**config.mk**
```make
export PLATFORM = sky130hd
export DESIGN_NAME = helix_periph_top
export DESIGN_NICKNAME = d
export VERILOG_FILES = /design/src/logic/helix_pkg.sv /design/src/logic/periph_link.sv /design/src/logic/soc_ctrl_regs.sv /design/src/logic/uart_tx.sv /design/src/logic/helix_periph_top.sv
export SDC_FILE = /design/constraint.sdc
export NUM_CORES = 1
export LEC_CHECK = 0
export BUFFER_PORTS_ARGS = -buffer_cell sky130_fd_sc_hd__buf_2
export CAP_MARGIN = 10
export CORE_MARGIN = 2
export CORE_UTILIZATION = 30
export CTS_CLUSTER_DIAMETER = 80
export DETAILED_ROUTE_END_ITERATION = 7
export GPL_TIMING_DRIVEN = 0
export SYNTH_ARGS = -nofsm -noshare
export SYNTH_HDL_FRONTEND = slang
export SYNTH_SLANG_ARGS = --single-unit
```
**constraint.sdc**
```tcl
create_clock -name periphl_clk_i -period 2.8 [get_ports periphl_clk_i]
set_input_delay 0.14 -clock periphl_clk_i [delete_from_list [all_inputs] [get_ports periphl_clk_i]]
set_output_delay 0.14 -clock periphl_clk_i [all_outputs]
set_load 0.01 [all_outputs]
```
**src/logic/helix_pkg.sv**
```systemverilog
package helix_pkg;

  //////////////////////////////////////////////////
  // Bus widths
  //////////////////////////////////////////////////

  localparam int DHS_ADDRW = 32;
  localparam int DHS_DATAW = 32;

  //////////////////////////////////////////////////
  // Address map
  //////////////////////////////////////////////////

  // Region is addr[15:12], word offset is addr[5:2]
  localparam int REGION_LSB = 12;
  localparam int REGION_W   = 4;
  localparam int OFFSET_LSB = 2;
  localparam int OFFSET_W   = 4;

  localparam logic [REGION_W-1:0] SOC_CTRL_REGION = REGION_W'(0);
  localparam logic [REGION_W-1:0] UART_REGION     = REGION_W'(1);

  // Reset boot vector of both cores
  localparam logic [DHS_ADDRW-1:0] BOOT_ROM_BASE = 32'h1000_0000;

  //////////////////////////////////////////////////
  // UART
  //////////////////////////////////////////////////

  localparam int UART_CLKS_PER_BIT = 8;
  localparam int UART_FIFO_DEPTH   = 4;
  localparam int UART_FRAME_BITS   = 10;
  localparam int UART_BAUD_W       = $clog2(UART_CLKS_PER_BIT);
  localparam int UART_PTR_W        = $clog2(UART_FIFO_DEPTH);
  localparam int UART_LVL_W        = UART_PTR_W + 1;

  //////////////////////////////////////////////////
  // Link payloads
  //////////////////////////////////////////////////

  typedef struct packed {
    logic                 write;
    logic [DHS_ADDRW-1:0] addr;
    logic [DHS_DATAW-1:0] wdata;
  } periph_req_t;

  typedef struct packed {
    logic                 err;
    logic [DHS_DATAW-1:0] rdata;
  } periph_rsp_t;

  // One bit per target
  typedef struct packed {
    logic soc_ctrl;
    logic uart;
  } periph_sel_t;

endpackage

```
**src/logic/periph_link.sv**
```systemverilog
`timescale 1ns/1ps

module periph_link
  import helix_pkg::*;
(
  input  logic        periphl_clk_i,
  input  logic        reset_i,
  input  logic        req_valid_i,
  input  periph_req_t req_i,
  output periph_sel_t sel_o,
  output periph_req_t fwd_req_o,
  input  periph_rsp_t soc_rsp_i,
  input  periph_rsp_t uart_rsp_i,
  output logic        rsp_valid_o,
  output periph_rsp_t rsp_o
);

  logic [REGION_W-1:0] region;
  periph_sel_t         sel_d;

  // Request stage
  periph_sel_t         sel_q;
  periph_req_t         req_q;
  logic                req_valid_q;

  // Response stage, record of the pending region
  periph_sel_t         rsp_sel_q;
  logic                rsp_valid_q;

  //////////////////////////////////////////////////
  // Region decode
  //////////////////////////////////////////////////

  assign region = req_i.addr[REGION_LSB +: REGION_W];

  always_comb begin
    sel_d = '0;
    if (req_valid_i) begin
      sel_d.soc_ctrl = (region == SOC_CTRL_REGION);
      sel_d.uart     = (region == UART_REGION);
    end
  end

  always_ff @(posedge periphl_clk_i) begin
    if (reset_i) begin
      sel_q       <= '0;
      req_valid_q <= 1'b0;
    end else begin
      sel_q       <= sel_d;
      req_valid_q <= req_valid_i;
    end
  end

  // Payload shared by both targets
  always_ff @(posedge periphl_clk_i) begin
    if (req_valid_i) begin
      req_q <= req_i;
    end
  end

  assign sel_o     = sel_q;
  assign fwd_req_o = req_q;

  //////////////////////////////////////////////////
  // Response steering
  //////////////////////////////////////////////////

  always_ff @(posedge periphl_clk_i) begin
    if (reset_i) begin
      rsp_sel_q   <= '0;
      rsp_valid_q <= 1'b0;
    end else begin
      rsp_sel_q   <= sel_q;
      rsp_valid_q <= req_valid_q;
    end
  end

  // No select recorded means the region was unmapped
  always_comb begin
    if (rsp_sel_q.soc_ctrl) begin
      rsp_o = soc_rsp_i;
    end else if (rsp_sel_q.uart) begin
      rsp_o = uart_rsp_i;
    end else begin
      rsp_o.err   = 1'b1;
      rsp_o.rdata = '0;
    end
  end

  assign rsp_valid_o = rsp_valid_q;

  //////////////////////////////////////////////////
  // Checks
  //////////////////////////////////////////////////

  // Never more than one target owns a request
  assert property (@(posedge periphl_clk_i) disable iff (reset_i)
    $onehot0(sel_o));

  // Every strobe answered exactly two cycles later, and nothing else
  assert property (@(posedge periphl_clk_i) disable iff (reset_i)
    req_valid_i |-> ##2 rsp_valid_o);

  assert property (@(posedge periphl_clk_i) disable iff (reset_i)
    rsp_valid_o |-> $past(req_valid_i, 2));

endmodule

```
**src/logic/soc_ctrl_regs.sv**
```systemverilog
`timescale 1ns/1ps

module soc_ctrl_regs
  import helix_pkg::*;
(
  input  logic                 periphl_clk_i,
  input  logic                 reset_i,
  input  logic                 sel_i,
  input  periph_req_t          req_i,
  input  logic                 boot_mode_i,
  output periph_rsp_t          rsp_o,
  output logic [DHS_DATAW-1:0] core_0_boot_addr_o,
  output logic [DHS_DATAW-1:0] core_1_boot_addr_o,
  output logic [DHS_DATAW-1:0] core_0_hart_id_o,
  output logic [DHS_DATAW-1:0] core_1_hart_id_o,
  output logic [DHS_DATAW-1:0] gpr0_o,
  output logic [DHS_DATAW-1:0] gpr1_o
);

  localparam logic [OFFSET_W-1:0] CORE0_BOOT_OFS = OFFSET_W'(0);
  localparam logic [OFFSET_W-1:0] CORE0_HART_OFS = OFFSET_W'(1);
  localparam logic [OFFSET_W-1:0] CORE1_BOOT_OFS = OFFSET_W'(2);
  localparam logic [OFFSET_W-1:0] CORE1_HART_OFS = OFFSET_W'(3);
  localparam logic [OFFSET_W-1:0] GPR0_OFS       = OFFSET_W'(4);
  localparam logic [OFFSET_W-1:0] GPR1_OFS       = OFFSET_W'(5);
  localparam logic [OFFSET_W-1:0] BOOT_MODE_OFS  = OFFSET_W'(6);

  logic [OFFSET_W-1:0]  offset;
  logic                 wr_en;
  logic [DHS_DATAW-1:0] core_0_boot_q;
  logic [DHS_DATAW-1:0] core_1_boot_q;
  logic [DHS_DATAW-1:0] core_0_hart_q;
  logic [DHS_DATAW-1:0] core_1_hart_q;
  logic [DHS_DATAW-1:0] gpr0_q;
  logic [DHS_DATAW-1:0] gpr1_q;
  periph_rsp_t          rsp_d;
  periph_rsp_t          rsp_q;

  assign offset = req_i.addr[OFFSET_LSB +: OFFSET_W];
  assign wr_en  = sel_i && req_i.write;

  //////////////////////////////////////////////////
  // Writable registers
  //////////////////////////////////////////////////

  always_ff @(posedge periphl_clk_i) begin
    if (reset_i) begin
      core_0_boot_q <= BOOT_ROM_BASE;
      core_1_boot_q <= BOOT_ROM_BASE;
      core_0_hart_q <= DHS_DATAW'(0);
      core_1_hart_q <= DHS_DATAW'(1);
      gpr0_q        <= '0;
      gpr1_q        <= '0;
    end else if (wr_en) begin
      case (offset)
        CORE0_BOOT_OFS: core_0_boot_q <= req_i.wdata;
        CORE0_HART_OFS: core_0_hart_q <= req_i.wdata;
        CORE1_BOOT_OFS: core_1_boot_q <= req_i.wdata;
        CORE1_HART_OFS: core_1_hart_q <= req_i.wdata;
        GPR0_OFS:       gpr0_q        <= req_i.wdata;
        GPR1_OFS:       gpr1_q        <= req_i.wdata;
        // Boot mode and holes are not writable
        default: ;
      endcase
    end
  end

  //////////////////////////////////////////////////
  // Read and response
  //////////////////////////////////////////////////

  always_comb begin
    rsp_d = '0;
    case (offset)
      CORE0_BOOT_OFS: rsp_d.rdata = core_0_boot_q;
      CORE0_HART_OFS: rsp_d.rdata = core_0_hart_q;
      CORE1_BOOT_OFS: rsp_d.rdata = core_1_boot_q;
      CORE1_HART_OFS: rsp_d.rdata = core_1_hart_q;
      GPR0_OFS:       rsp_d.rdata = gpr0_q;
      GPR1_OFS:       rsp_d.rdata = gpr1_q;
      BOOT_MODE_OFS: begin
        rsp_d.rdata = DHS_DATAW'(boot_mode_i);
        rsp_d.err   = req_i.write;
      end
      default: rsp_d.err = 1'b1;
    endcase
    // Write responses carry no data
    if (req_i.write) begin
      rsp_d.rdata = '0;
    end
  end

  always_ff @(posedge periphl_clk_i) begin
    if (sel_i) begin
      rsp_q <= rsp_d;
    end
  end

  assign rsp_o              = rsp_q;
  assign core_0_boot_addr_o = core_0_boot_q;
  assign core_1_boot_addr_o = core_1_boot_q;
  assign core_0_hart_id_o   = core_0_hart_q;
  assign core_1_hart_id_o   = core_1_hart_q;
  assign gpr0_o             = gpr0_q;
  assign gpr1_o             = gpr1_q;

endmodule

```
**src/logic/uart_tx.sv**
```systemverilog
`timescale 1ns/1ps

module uart_tx
  import helix_pkg::*;
(
  input  logic        periphl_clk_i,
  input  logic        reset_i,
  input  logic        sel_i,
  input  periph_req_t req_i,
  output periph_rsp_t rsp_o,
  output logic        uart_tx_o
);

  localparam logic [OFFSET_W-1:0] TXDATA_OFS = OFFSET_W'(0);
  localparam logic [OFFSET_W-1:0] STATUS_OFS = OFFSET_W'(1);

  logic [OFFSET_W-1:0]    offset;
  logic                   wr_txdata;
  logic                   wr_status;
  logic                   push;
  logic                   pop;
  logic                   fifo_full;
  logic                   fifo_empty;
  logic                   tx_busy;
  logic                   bit_end;
  logic [7:0]             fifo_mem [UART_FIFO_DEPTH];
  logic [UART_PTR_W-1:0]  wr_ptr_q;
  logic [UART_PTR_W-1:0]  rd_ptr_q;
  logic [UART_LVL_W-1:0]  level_q;
  logic                   ovf_q;
  logic                   tx_active_q;
  logic [UART_FRAME_BITS-1:0] shift_q;
  logic [UART_BAUD_W-1:0] baud_cnt_q;
  logic [3:0]             bit_cnt_q;
  logic [DHS_DATAW-1:0]   status_word;
  periph_rsp_t            rsp_d;
  periph_rsp_t            rsp_q;

  assign offset     = req_i.addr[OFFSET_LSB +: OFFSET_W];
  assign wr_txdata  = sel_i && req_i.write && (offset == TXDATA_OFS);
  assign wr_status  = sel_i && req_i.write && (offset == STATUS_OFS);
  assign fifo_full  = (level_q == UART_LVL_W'(UART_FIFO_DEPTH));
  assign fifo_empty = (level_q == '0);
  // Bytes that arrive on a full FIFO are dropped
  assign push       = wr_txdata && !fifo_full;
  assign pop        = !tx_active_q && !fifo_empty;
  assign tx_busy    = tx_active_q || !fifo_empty;

  //////////////////////////////////////////////////
  // Holding FIFO
  //////////////////////////////////////////////////

  always_ff @(posedge periphl_clk_i) begin
    if (push) begin
      fifo_mem[wr_ptr_q] <= req_i.wdata[7:0];
    end
  end

  always_ff @(posedge periphl_clk_i) begin
    if (reset_i) begin
      wr_ptr_q <= '0;
      rd_ptr_q <= '0;
      level_q  <= '0;
    end else begin
      if (push) begin
        wr_ptr_q <= wr_ptr_q + 1'b1;
      end
      if (pop) begin
        rd_ptr_q <= rd_ptr_q + 1'b1;
      end
      case ({push, pop})
        2'b10:   level_q <= level_q + 1'b1;
        2'b01:   level_q <= level_q - 1'b1;
        default: level_q <= level_q;
      endcase
    end
  end

  // Sticky until software writes STATUS
  always_ff @(posedge periphl_clk_i) begin
    if (reset_i) begin
      ovf_q <= 1'b0;
    end else if (wr_status) begin
      ovf_q <= 1'b0;
    end else if (wr_txdata && fifo_full) begin
      ovf_q <= 1'b1;
    end
  end

  //////////////////////////////////////////////////
  // Register response
  //////////////////////////////////////////////////

  assign status_word = DHS_DATAW'({tx_busy, ovf_q, fifo_full, level_q});

  always_comb begin
    rsp_d     = '0;
    rsp_d.err = (offset != TXDATA_OFS) && (offset != STATUS_OFS);
    if ((offset == STATUS_OFS) && !req_i.write) begin
      rsp_d.rdata = status_word;
    end
  end

  always_ff @(posedge periphl_clk_i) begin
    if (sel_i) begin
      rsp_q <= rsp_d;
    end
  end

  assign rsp_o = rsp_q;

  //////////////////////////////////////////////////
  // 8N1 serializer
  //////////////////////////////////////////////////

  assign bit_end = (baud_cnt_q == UART_BAUD_W'(UART_CLKS_PER_BIT - 1));

  always_ff @(posedge periphl_clk_i) begin
    if (reset_i) begin
      tx_active_q <= 1'b0;
      baud_cnt_q  <= '0;
      bit_cnt_q   <= '0;
    end else if (pop) begin
      tx_active_q <= 1'b1;
      baud_cnt_q  <= '0;
      bit_cnt_q   <= '0;
    end else if (tx_active_q) begin
      if (bit_end) begin
        baud_cnt_q <= '0;
        bit_cnt_q  <= bit_cnt_q + 1'b1;
        // Stop bit done
        if (bit_cnt_q == 4'(UART_FRAME_BITS - 1)) begin
          tx_active_q <= 1'b0;
        end
      end else begin
        baud_cnt_q <= baud_cnt_q + 1'b1;
      end
    end
  end

  // Frame is stop, data LSB first, start; shifted out from bit 0
  always_ff @(posedge periphl_clk_i) begin
    if (pop) begin
      shift_q <= {1'b1, fifo_mem[rd_ptr_q], 1'b0};
    end else if (tx_active_q && bit_end) begin
      shift_q <= {1'b1, shift_q[UART_FRAME_BITS-1:1]};
    end
  end

  assign uart_tx_o = !tx_active_q || shift_q[0];

  // FIFO level stays within its depth
  assert property (@(posedge periphl_clk_i) disable iff (reset_i)
    level_q <= UART_LVL_W'(UART_FIFO_DEPTH));

endmodule

```
**src/logic/helix_periph_top.sv**
```systemverilog
`timescale 1ns/1ps

module helix_periph_top
  import helix_pkg::*;
(
  input  logic                 periphl_clk_i,
  input  logic                 reset_i,
  input  logic                 req_valid_i,
  input  periph_req_t          req_i,
  input  logic                 boot_mode_i,
  output logic                 rsp_valid_o,
  output periph_rsp_t          rsp_o,
  output logic [DHS_DATAW-1:0] core_0_boot_addr_o,
  output logic [DHS_DATAW-1:0] core_1_boot_addr_o,
  output logic [DHS_DATAW-1:0] core_0_hart_id_o,
  output logic [DHS_DATAW-1:0] core_1_hart_id_o,
  output logic [DHS_DATAW-1:0] gpr0_o,
  output logic [DHS_DATAW-1:0] gpr1_o,
  output logic                 uart_tx_o
);

  periph_sel_t sel;
  periph_req_t fwd_req;
  periph_rsp_t soc_rsp;
  periph_rsp_t uart_rsp;

  //////////////////////////////////////////////////
  // Peripheral link
  //////////////////////////////////////////////////

  periph_link periph_link_i (
    .periphl_clk_i (periphl_clk_i),
    .reset_i       (reset_i),
    .req_valid_i   (req_valid_i),
    .req_i         (req_i),
    .sel_o         (sel),
    .fwd_req_o     (fwd_req),
    .soc_rsp_i     (soc_rsp),
    .uart_rsp_i    (uart_rsp),
    .rsp_valid_o   (rsp_valid_o),
    .rsp_o         (rsp_o)
  );

  //////////////////////////////////////////////////
  // Targets
  //////////////////////////////////////////////////

  soc_ctrl_regs soc_ctrl_regs_i (
    .periphl_clk_i      (periphl_clk_i),
    .reset_i            (reset_i),
    .sel_i              (sel.soc_ctrl),
    .req_i              (fwd_req),
    .boot_mode_i        (boot_mode_i),
    .rsp_o              (soc_rsp),
    .core_0_boot_addr_o (core_0_boot_addr_o),
    .core_1_boot_addr_o (core_1_boot_addr_o),
    .core_0_hart_id_o   (core_0_hart_id_o),
    .core_1_hart_id_o   (core_1_hart_id_o),
    .gpr0_o             (gpr0_o),
    .gpr1_o             (gpr1_o)
  );

  uart_tx uart_tx_i (
    .periphl_clk_i (periphl_clk_i),
    .reset_i       (reset_i),
    .sel_i         (sel.uart),
    .req_i         (fwd_req),
    .rsp_o         (uart_rsp),
    .uart_tx_o     (uart_tx_o)
  );

endmodule

```
# --- Word level (Yosys, flattened, before mapping) ---
# Memory sizes are Yosys's and may differ from the RTL's. A register that Yosys moved wholly into a read port is not among the register bits.
# Index checks and enable logic that the tools add are counted.
totals:
  regBits: 328
  rom_bits: 0
  ram_bits: 32
  mem_count: 1
  latchBits: 0
op_classes:
  shift: 0
  n_mul: 0
  order_cmp: 0
  addsub: 6
  n_reduce_logical: 33
  n_bitwise: 1
  eq_ne: 13
  div_mod_pow: 0
  n_mux: 16
memory_table:
  columns: ["memory", "words", "word_bits", "read_ports", "rd_ports_with_merged_regs", "write_ports", "line_no", "source"]
  rows:
  - ["uart_tx_i.fifo_mem", 4, 8, 1, 1, 1, "uart_tx.sv:26", "logic [7:0] fifo_mem [UART_FIFO_DEPTH];"]
op_table:
  columns: ["operator", "n"]
  rows:
  - ["$pmux 32 s7", 1]
  - ["$mux 33", 2]
  - ["$mux 9", 2]
  - ["$reduce_and 2->1", 7]
  - ["$eq 4x3->1 const B", 3]
  - ["$logic_and 1x1->1", 10]
  - ["$eq 4x1->1 const B", 2]
  - ["$eq 4x2->1 const B", 2]
  - ["$logic_not 4->1", 2]
  - ["$add 3x1->3 const B", 2]
  - ["$eq 3x3->1 const B", 2]
  - ["$mux 1", 6]
  - ["$pmux 3 s2", 1]
  - ["$reduce_or 2->1", 3]
  - ["$reduce_or 6->1", 1]
  - ["$add 2x1->2 const B", 2]
  - ["$add 4x1->4 const B", 1]
  - ["$eq 4x4->1 const B", 1]
  - ["$logic_not 1->1", 4]
  - ["$mux 2", 2]
  - ["$ne 4x1->1 const B", 1]
  - ["$reduce_bool 2->1", 2]
  - ["$reduce_bool 4->1", 1]
  - ["$logic_not 3->1", 1]
  - ["other kinds (7)", 8]

# --- Logic depth before layout (Yosys ltp) ---
logic_depth:
  ltp_word: 5
  depth_mapped: 11
  mapped_depth_nobuf: 9

# --- By module ---
# Synthesis repeated with hierarchy kept, for this count alone.
unflattened:
  cells_unflattened: 1477
  hier_area_um2: 15557.4
by_module_without_submodules:
  columns: ["mod", "cells_each", "n_inst", "area_each_um2", "seq_area_each_um2"]
  rows:
  - ["soc_ctrl_regs", 1150, 1, 10188.5, 4834.6]
  - ["uart_tx", 203, 1, 2886.5, 1791.7]
  - ["periph_link", 124, 1, 2482.4, 2072.0]

# --- Least setup slack after synthesis ---
# Ideal clock, no wire load.
synth_path:
  kind: "reg-to-reg"
  startpoint: "reg periph_link_i.req_q (netlist bit periph_link_i.fwd_req_o[64])"
  endpoint: "reg uart_tx_i.level_q[2]"
  path_stages_with_launch: 12
  setup_time_ns: 0.070
  required_ns: 2.730
  t_arrival_ns: 2.267
  path_slack_ns: 0.462
  path_buffers: 2
  path_cell_list: "edfxtp_1 buf_2 and4bb_1 and3_1 buf_6 inv_1 ha_1 inv_1 fa_1 xor2_1 or3_1 a21oi_1"
synth_between:
  elab_chain_cells: 5
synth_rtl:
  columns: ["element", "line_no", "source"]
  rows:
  - ["from (decl)", "periph_link.sv:23", "periph_req_t req_q;"]
  - ["from (signal assigned)", "periph_link.sv:57", "req_q <= req_i;"]
  - ["$logic_and 1x1->1 (*) (2 in a row)", "uart_tx.sv:40", "assign wr_txdata = sel_i && req_i.write && (offset == TXDATA_OFS);"]
  - ["$logic_and 1x1->1 (*)", "uart_tx.sv:45", "assign push = wr_txdata && !fifo_full;"]
  - ["$eq 2x1->1 / $eq 2x2->1 (equally long branches)", "uart_tx.sv:71", "case ({push, pop})"]
  - ["$pmux 3 s2 / $reduce_bool 2->1 (equally long branches)", null, null]
  - ["to (signal assigned)", "uart_tx.sv:72", "2'b10: level_q <= level_q + 1'b1;"]
  - ["to (signal assigned)", "uart_tx.sv:73", "2'b01: level_q <= level_q - 1'b1;"]
  - ["to (signal assigned)", "uart_tx.sv:74", "default: level_q <= level_q;"]
  - ["to (decl)", "uart_tx.sv:29", "logic [UART_LVL_W-1:0] level_q;"]
# Mark *: on every way between the ends. The rest lies on a longest branch, timed or not.
# A chain may end at the register's enable or synchronous reset.

# --- Final worst setup path ---
# Ends and elaborated chain as after synthesis.

==> Flow_metrics.wiki <==
{| class="wikitable"
! Metric !! Value
|-
| Run status || finished, final reports clean
|-
| Count of warnings emitted by yosys || 0
|-
| Worst EP arrival || 3.13 ns
|-
| Max-slew violation count || 0
|-
| Pwr Total || 11.24 mW
|-
| Area inside the core boundary || 47350 µm²
|-
| Num CTS Buffers || 37
|-
| Largest net degree at the start of global routing || 39
|-
| CTS tree || built
|-
| GP Congestion || 0.9356
|-
| Total global-route track usage || 23.85%
|-
| Vert. Die Dim || 222.3 µm
|-
| Drt drc || 0
|-
| Least-Margin Pin Slew || 1.195 ns
|-
| Die Footprint || 49430 µm²
|-
| Largest buffer count on any clock path || 3
|-
| Number of maximum-capacitance violations || 0
|-
| Detailed-route vias per instance || 5.668
|-
| Antenna violations before repair || 0
|-
| Placed instance area || 16450 µm²
|-
| Largest fanout of any net on the critical path || 10
|-
| Top area cells in the synthesized netlist || dfxtp_1, edfxtp_1, a21oi_1
|-
| Reg-to-Reg End || uart_tx_i.level_q[2]
|-
| ANT cells || 0
|-
| Vias after detailed routing || 13620
|-
| Critical Path RT || 3.25 ns
|-
| Via count of the first global-routing pass || 13081
|-
| Peak supply drop || 0.0003651 V
|-
| Start point of the worst min-delay path || boot_mode_i
|-
| Worst Hold Path Cells || 4
|-
| Setup CP Type || reg2reg
|-
| Fmax || 372.2 MHz
|-
| Most frequently used cell type in the post-synthesis netlist || dfxtp_1
|-
| Cell type contributing the most total cell area after synthesis || dfxtp_1
|-
| Number of violations reported at the end of detailed-routing iteration 0 || 1777
|-
| Worst r2r path cells || 11
|-
| Register-to-register path setup slack || 0.11 ns
|-
| Hold worst-path end || soc_ctrl_regs_i.rsp_o[0]
|-
| Critical path capture point type || flop
|-
| Total half-perimeter wirelength after legalization and detailed placement || 43.92 mm
|-
| Layout area overhead || 26.55%
|-
| Fraction of registers with async set/reset || 0%
|-
| Final cell count without fillers || 2403
|-
| Post-Route Skew || 0.02731 ns
|-
| Top-level port count || 296
|-
| Yosys reg bits || 334
|-
| Relative slew slack || 20.32%
|-
| Final critical path time including I/O delays and setup || 2.687 ns
|-
| Number of nets in the synthesized netlist || 1484
|-
| Number of failing hold endpoints at the final stage || 0
|-
| Max H-tree Level || 2
|-
| Number of flops mapped to enable cells by yosys || 117
|-
| # clock sinks || 334
|-
| 1st-pass router iterations || 6
|-
| Post-Route Utilization || 38.22%
|-
| Number of setup violations in the final report || 0
|-
| Total number of nets in the final design || 1838
|-
| Leakage || 6.923 nW
|-
| Fraction of post-synthesis cell area in the top cell type by area || 30.38%
|-
| Routed wire length || 61.07 mm
|-
| Cell area after synthesis || 14300 µm²
|-
| Power Density || 621.2 nW/µm²
|-
| Clock transition time at the flip-flop clock pins of the worst setup and hold paths || 0.06 ns
|-
| R2R Path Start || periph_link_i.fwd_req_o[64]
|-
| Total gr overflow || 0
|-
| Buffers added on ports || 271
|-
| Worst setup SP type || flop
|-
| Gate count after technology mapping || 1405
|-
| Detail-routed net length per standard cell || 25.41 µm
|-
| Count of nets left with antenna violations after detail routing || 0
|-
| Starting density of the core || 30.20%
|-
| Number of placement rows || 80
|-
| Synth Area per Inst || 10.18 µm²
|-
| Clk Latency, worst-skew pair || 0.54 ns
|-
| Primary FF master, synth || dfxtp_1
|-
| Final instance area || 18100 µm²
|-
| Count of distinct cell types in the synthesized netlist || 60
|-
| Leading cell types by count after synthesis || dfxtp_1, a21oi_1, nand3_1, o21ai_0, edfxtp_1
|-
| Clk root buf || clkbuf_16
|-
| Sequential cell area fraction in the yosys report || 54.95%
|-
| Number of placed cells counting well taps || 2292
|-
| Min-delay worst type || in2reg
|-
| Final worst-path cycle share || 95.96%
|-
| Fraction of final layout cells sized beyond drive strength 1 || 25.62%
|-
| Width of the die || 222.3 µm
|-
| Global-route wire length before repair || 87.75 mm
|}
cell usage in the layout (no fill, tap or decap), drive strengths merged, types with 4 or more instances in the layout:
| master | netlist | layout |
|---|---|---|
| buf | 65 | 338 |
| dfxtp | 217 | 217 |
| a21oi | 203 | 203 |
| nand3 | 201 | 201 |
| o21ai | 195 | 195 |
| clkbuf | 81 | 135 |
| edfxtp | 117 | 117 |
| mux2 | 80 | 80 |
| nor2 | 46 | 46 |
| dlygate4sd3 | 0 | 42 |
| and2 | 35 | 35 |
| a222oi | 23 | 23 |
| nor2b | 13 | 13 |
| a22o | 13 | 13 |
| inv | 10 | 13 |
| mux4 | 9 | 9 |
| ha | 9 | 9 |
| clkinv | 0 | 8 |
| nand2 | 7 | 7 |
| a22oi | 7 | 7 |
| or3 | 6 | 6 |
| nand2b | 6 | 6 |
| nand3b | 6 | 6 |
| nor3 | 5 | 5 |
| mux2i | 4 | 4 |
| or3b | 4 | 4 |
worst max-delay path, cell delays in order (launching register included):
cell,delay (ns)
edfxtp_1,0.46
buf_4,0.22
and4bb_1,0.26
and3_1,0.23
buf_6,0.14
inv_1,0.06
ha_1,0.18
inv_1,0.06
fa_1,0.37
xor2_1,0.18
or3_1,0.30
a21oi_1,0.14
flip-flops by register name (all words and copies together), names as in the netlist, named ones only:
signal / cells
periph_link_i.req_valid_q: 1
soc_ctrl_regs_i.core_0_boot_addr_o: 32
uart_tx_i.shift_q: 9
uart_tx_i.wr_ptr_q: 2
soc_ctrl_regs_i.gpr0_o: 32
uart_tx_i.bit_cnt_q: 4
periph_link_i.sel_o: 2
uart_tx_i.rsp_o: 7
uart_tx_i.level_q: 3
uart_tx_i.tx_active_q: 1
uart_tx_i.baud_cnt_q: 3
soc_ctrl_regs_i.core_0_hart_id_o: 32
soc_ctrl_regs_i.gpr1_o: 32
periph_link_i.fwd_req_o: 37
soc_ctrl_regs_i.core_1_hart_id_o: 32
soc_ctrl_regs_i.core_1_boot_addr_o: 32
periph_link_i.rsp_sel_q: 2
uart_tx_i.fifo_mem: 32
soc_ctrl_regs_i.rsp_o: 33
uart_tx_i.ovf_q: 1
uart_tx_i.rd_ptr_q: 2
periph_link_i.rsp_valid_o: 1
per-layer routing:
metal | track usage (%) | wire, µm | up-vias
met3 | 6.586 | 6870 | 146
met1 | 31.00 | 24430 | 6629
met2 | 37.63 | 27310 | 929
li1 | - | - | 5916
met5 | 0 | 0 | -
met4 | 9.285 | 2466 | 0
through the flow:
step	hold WS [ns]	setup WS, ns	TNS (ns)
after global routing	0.2471	-0.002254	-0.002254
final	0.2038	0.1130	0
after detailed placement	0.3181	0.08568	0
after CTS	0.2021	0.07390	0
after global placement	0.3171	-0.7607	-78.14
after floorplan	0.2116	0.4621	0
kinds of logic after synthesis:
group,share of synthesized area (%)
AO/OA/AOI/OAI,17.96
flip-flops,54.95
multiplexers,8.023
AND/OR/NAND/NOR,12.90
buffers and inverters,4.996
XOR/XNOR,0.2450
adder cells (fa/ha/maj),0.9275
repair_timing:
item,CTS,global route
hold buffers,42,0
setup buffers,0,1
endpoints found under the setup margin,0,1
gates resized for setup,0,3
hold endpoints to repair,40,0
worst max path at each step:
stage	startpoint	endpoint	slack (ns)	cells past startpoint
2_1_floorplan	periph_link_i.fwd_req_o[64]	uart_tx_i.level_q[2]	0.46	11
3_3_place_gp	periph_link_i.sel_o[1]	soc_ctrl_regs_i.gpr1_o[14]	-0.76	4
3_5_place_dp	uart_tx_i.tx_active_q	uart_tx_i.level_q[2]	0.09	8
4_1_cts	uart_tx_i.tx_active_q	uart_tx_i.level_q[2]	0.07	8
5_1_grt	periph_link_i.fwd_req_o[64]	uart_tx_i.level_q[2]	-0.002	11
6_report	periph_link_i.fwd_req_o[64]	uart_tx_i.level_q[2]	0.11	11
power by group:
| group | internal (mW) | total, mW | switching, mW |
|---|---|---|---|
| registers | 5.16 | 5.30 | 0.137 |
| logic | 0.315 | 1.01 | 0.695 |
| clock network | 2.93 | 4.94 | 2.01 |
| total | 8.40 | 11.2 | 2.84 |
cell type report:
type                    instances  area (µm²)
repair buffers                315        1804
flip-flops and latches        334        7859
clock buffers                  54        1062
plain buffers                 146       679.4
inverters                      10       37.54
well taps                     615       769.5
fillers                      4690       29250
clock inverters                14       153.9
multi-input cells             915        5731
Note: power is estimated with default switching activity, not from simulation.
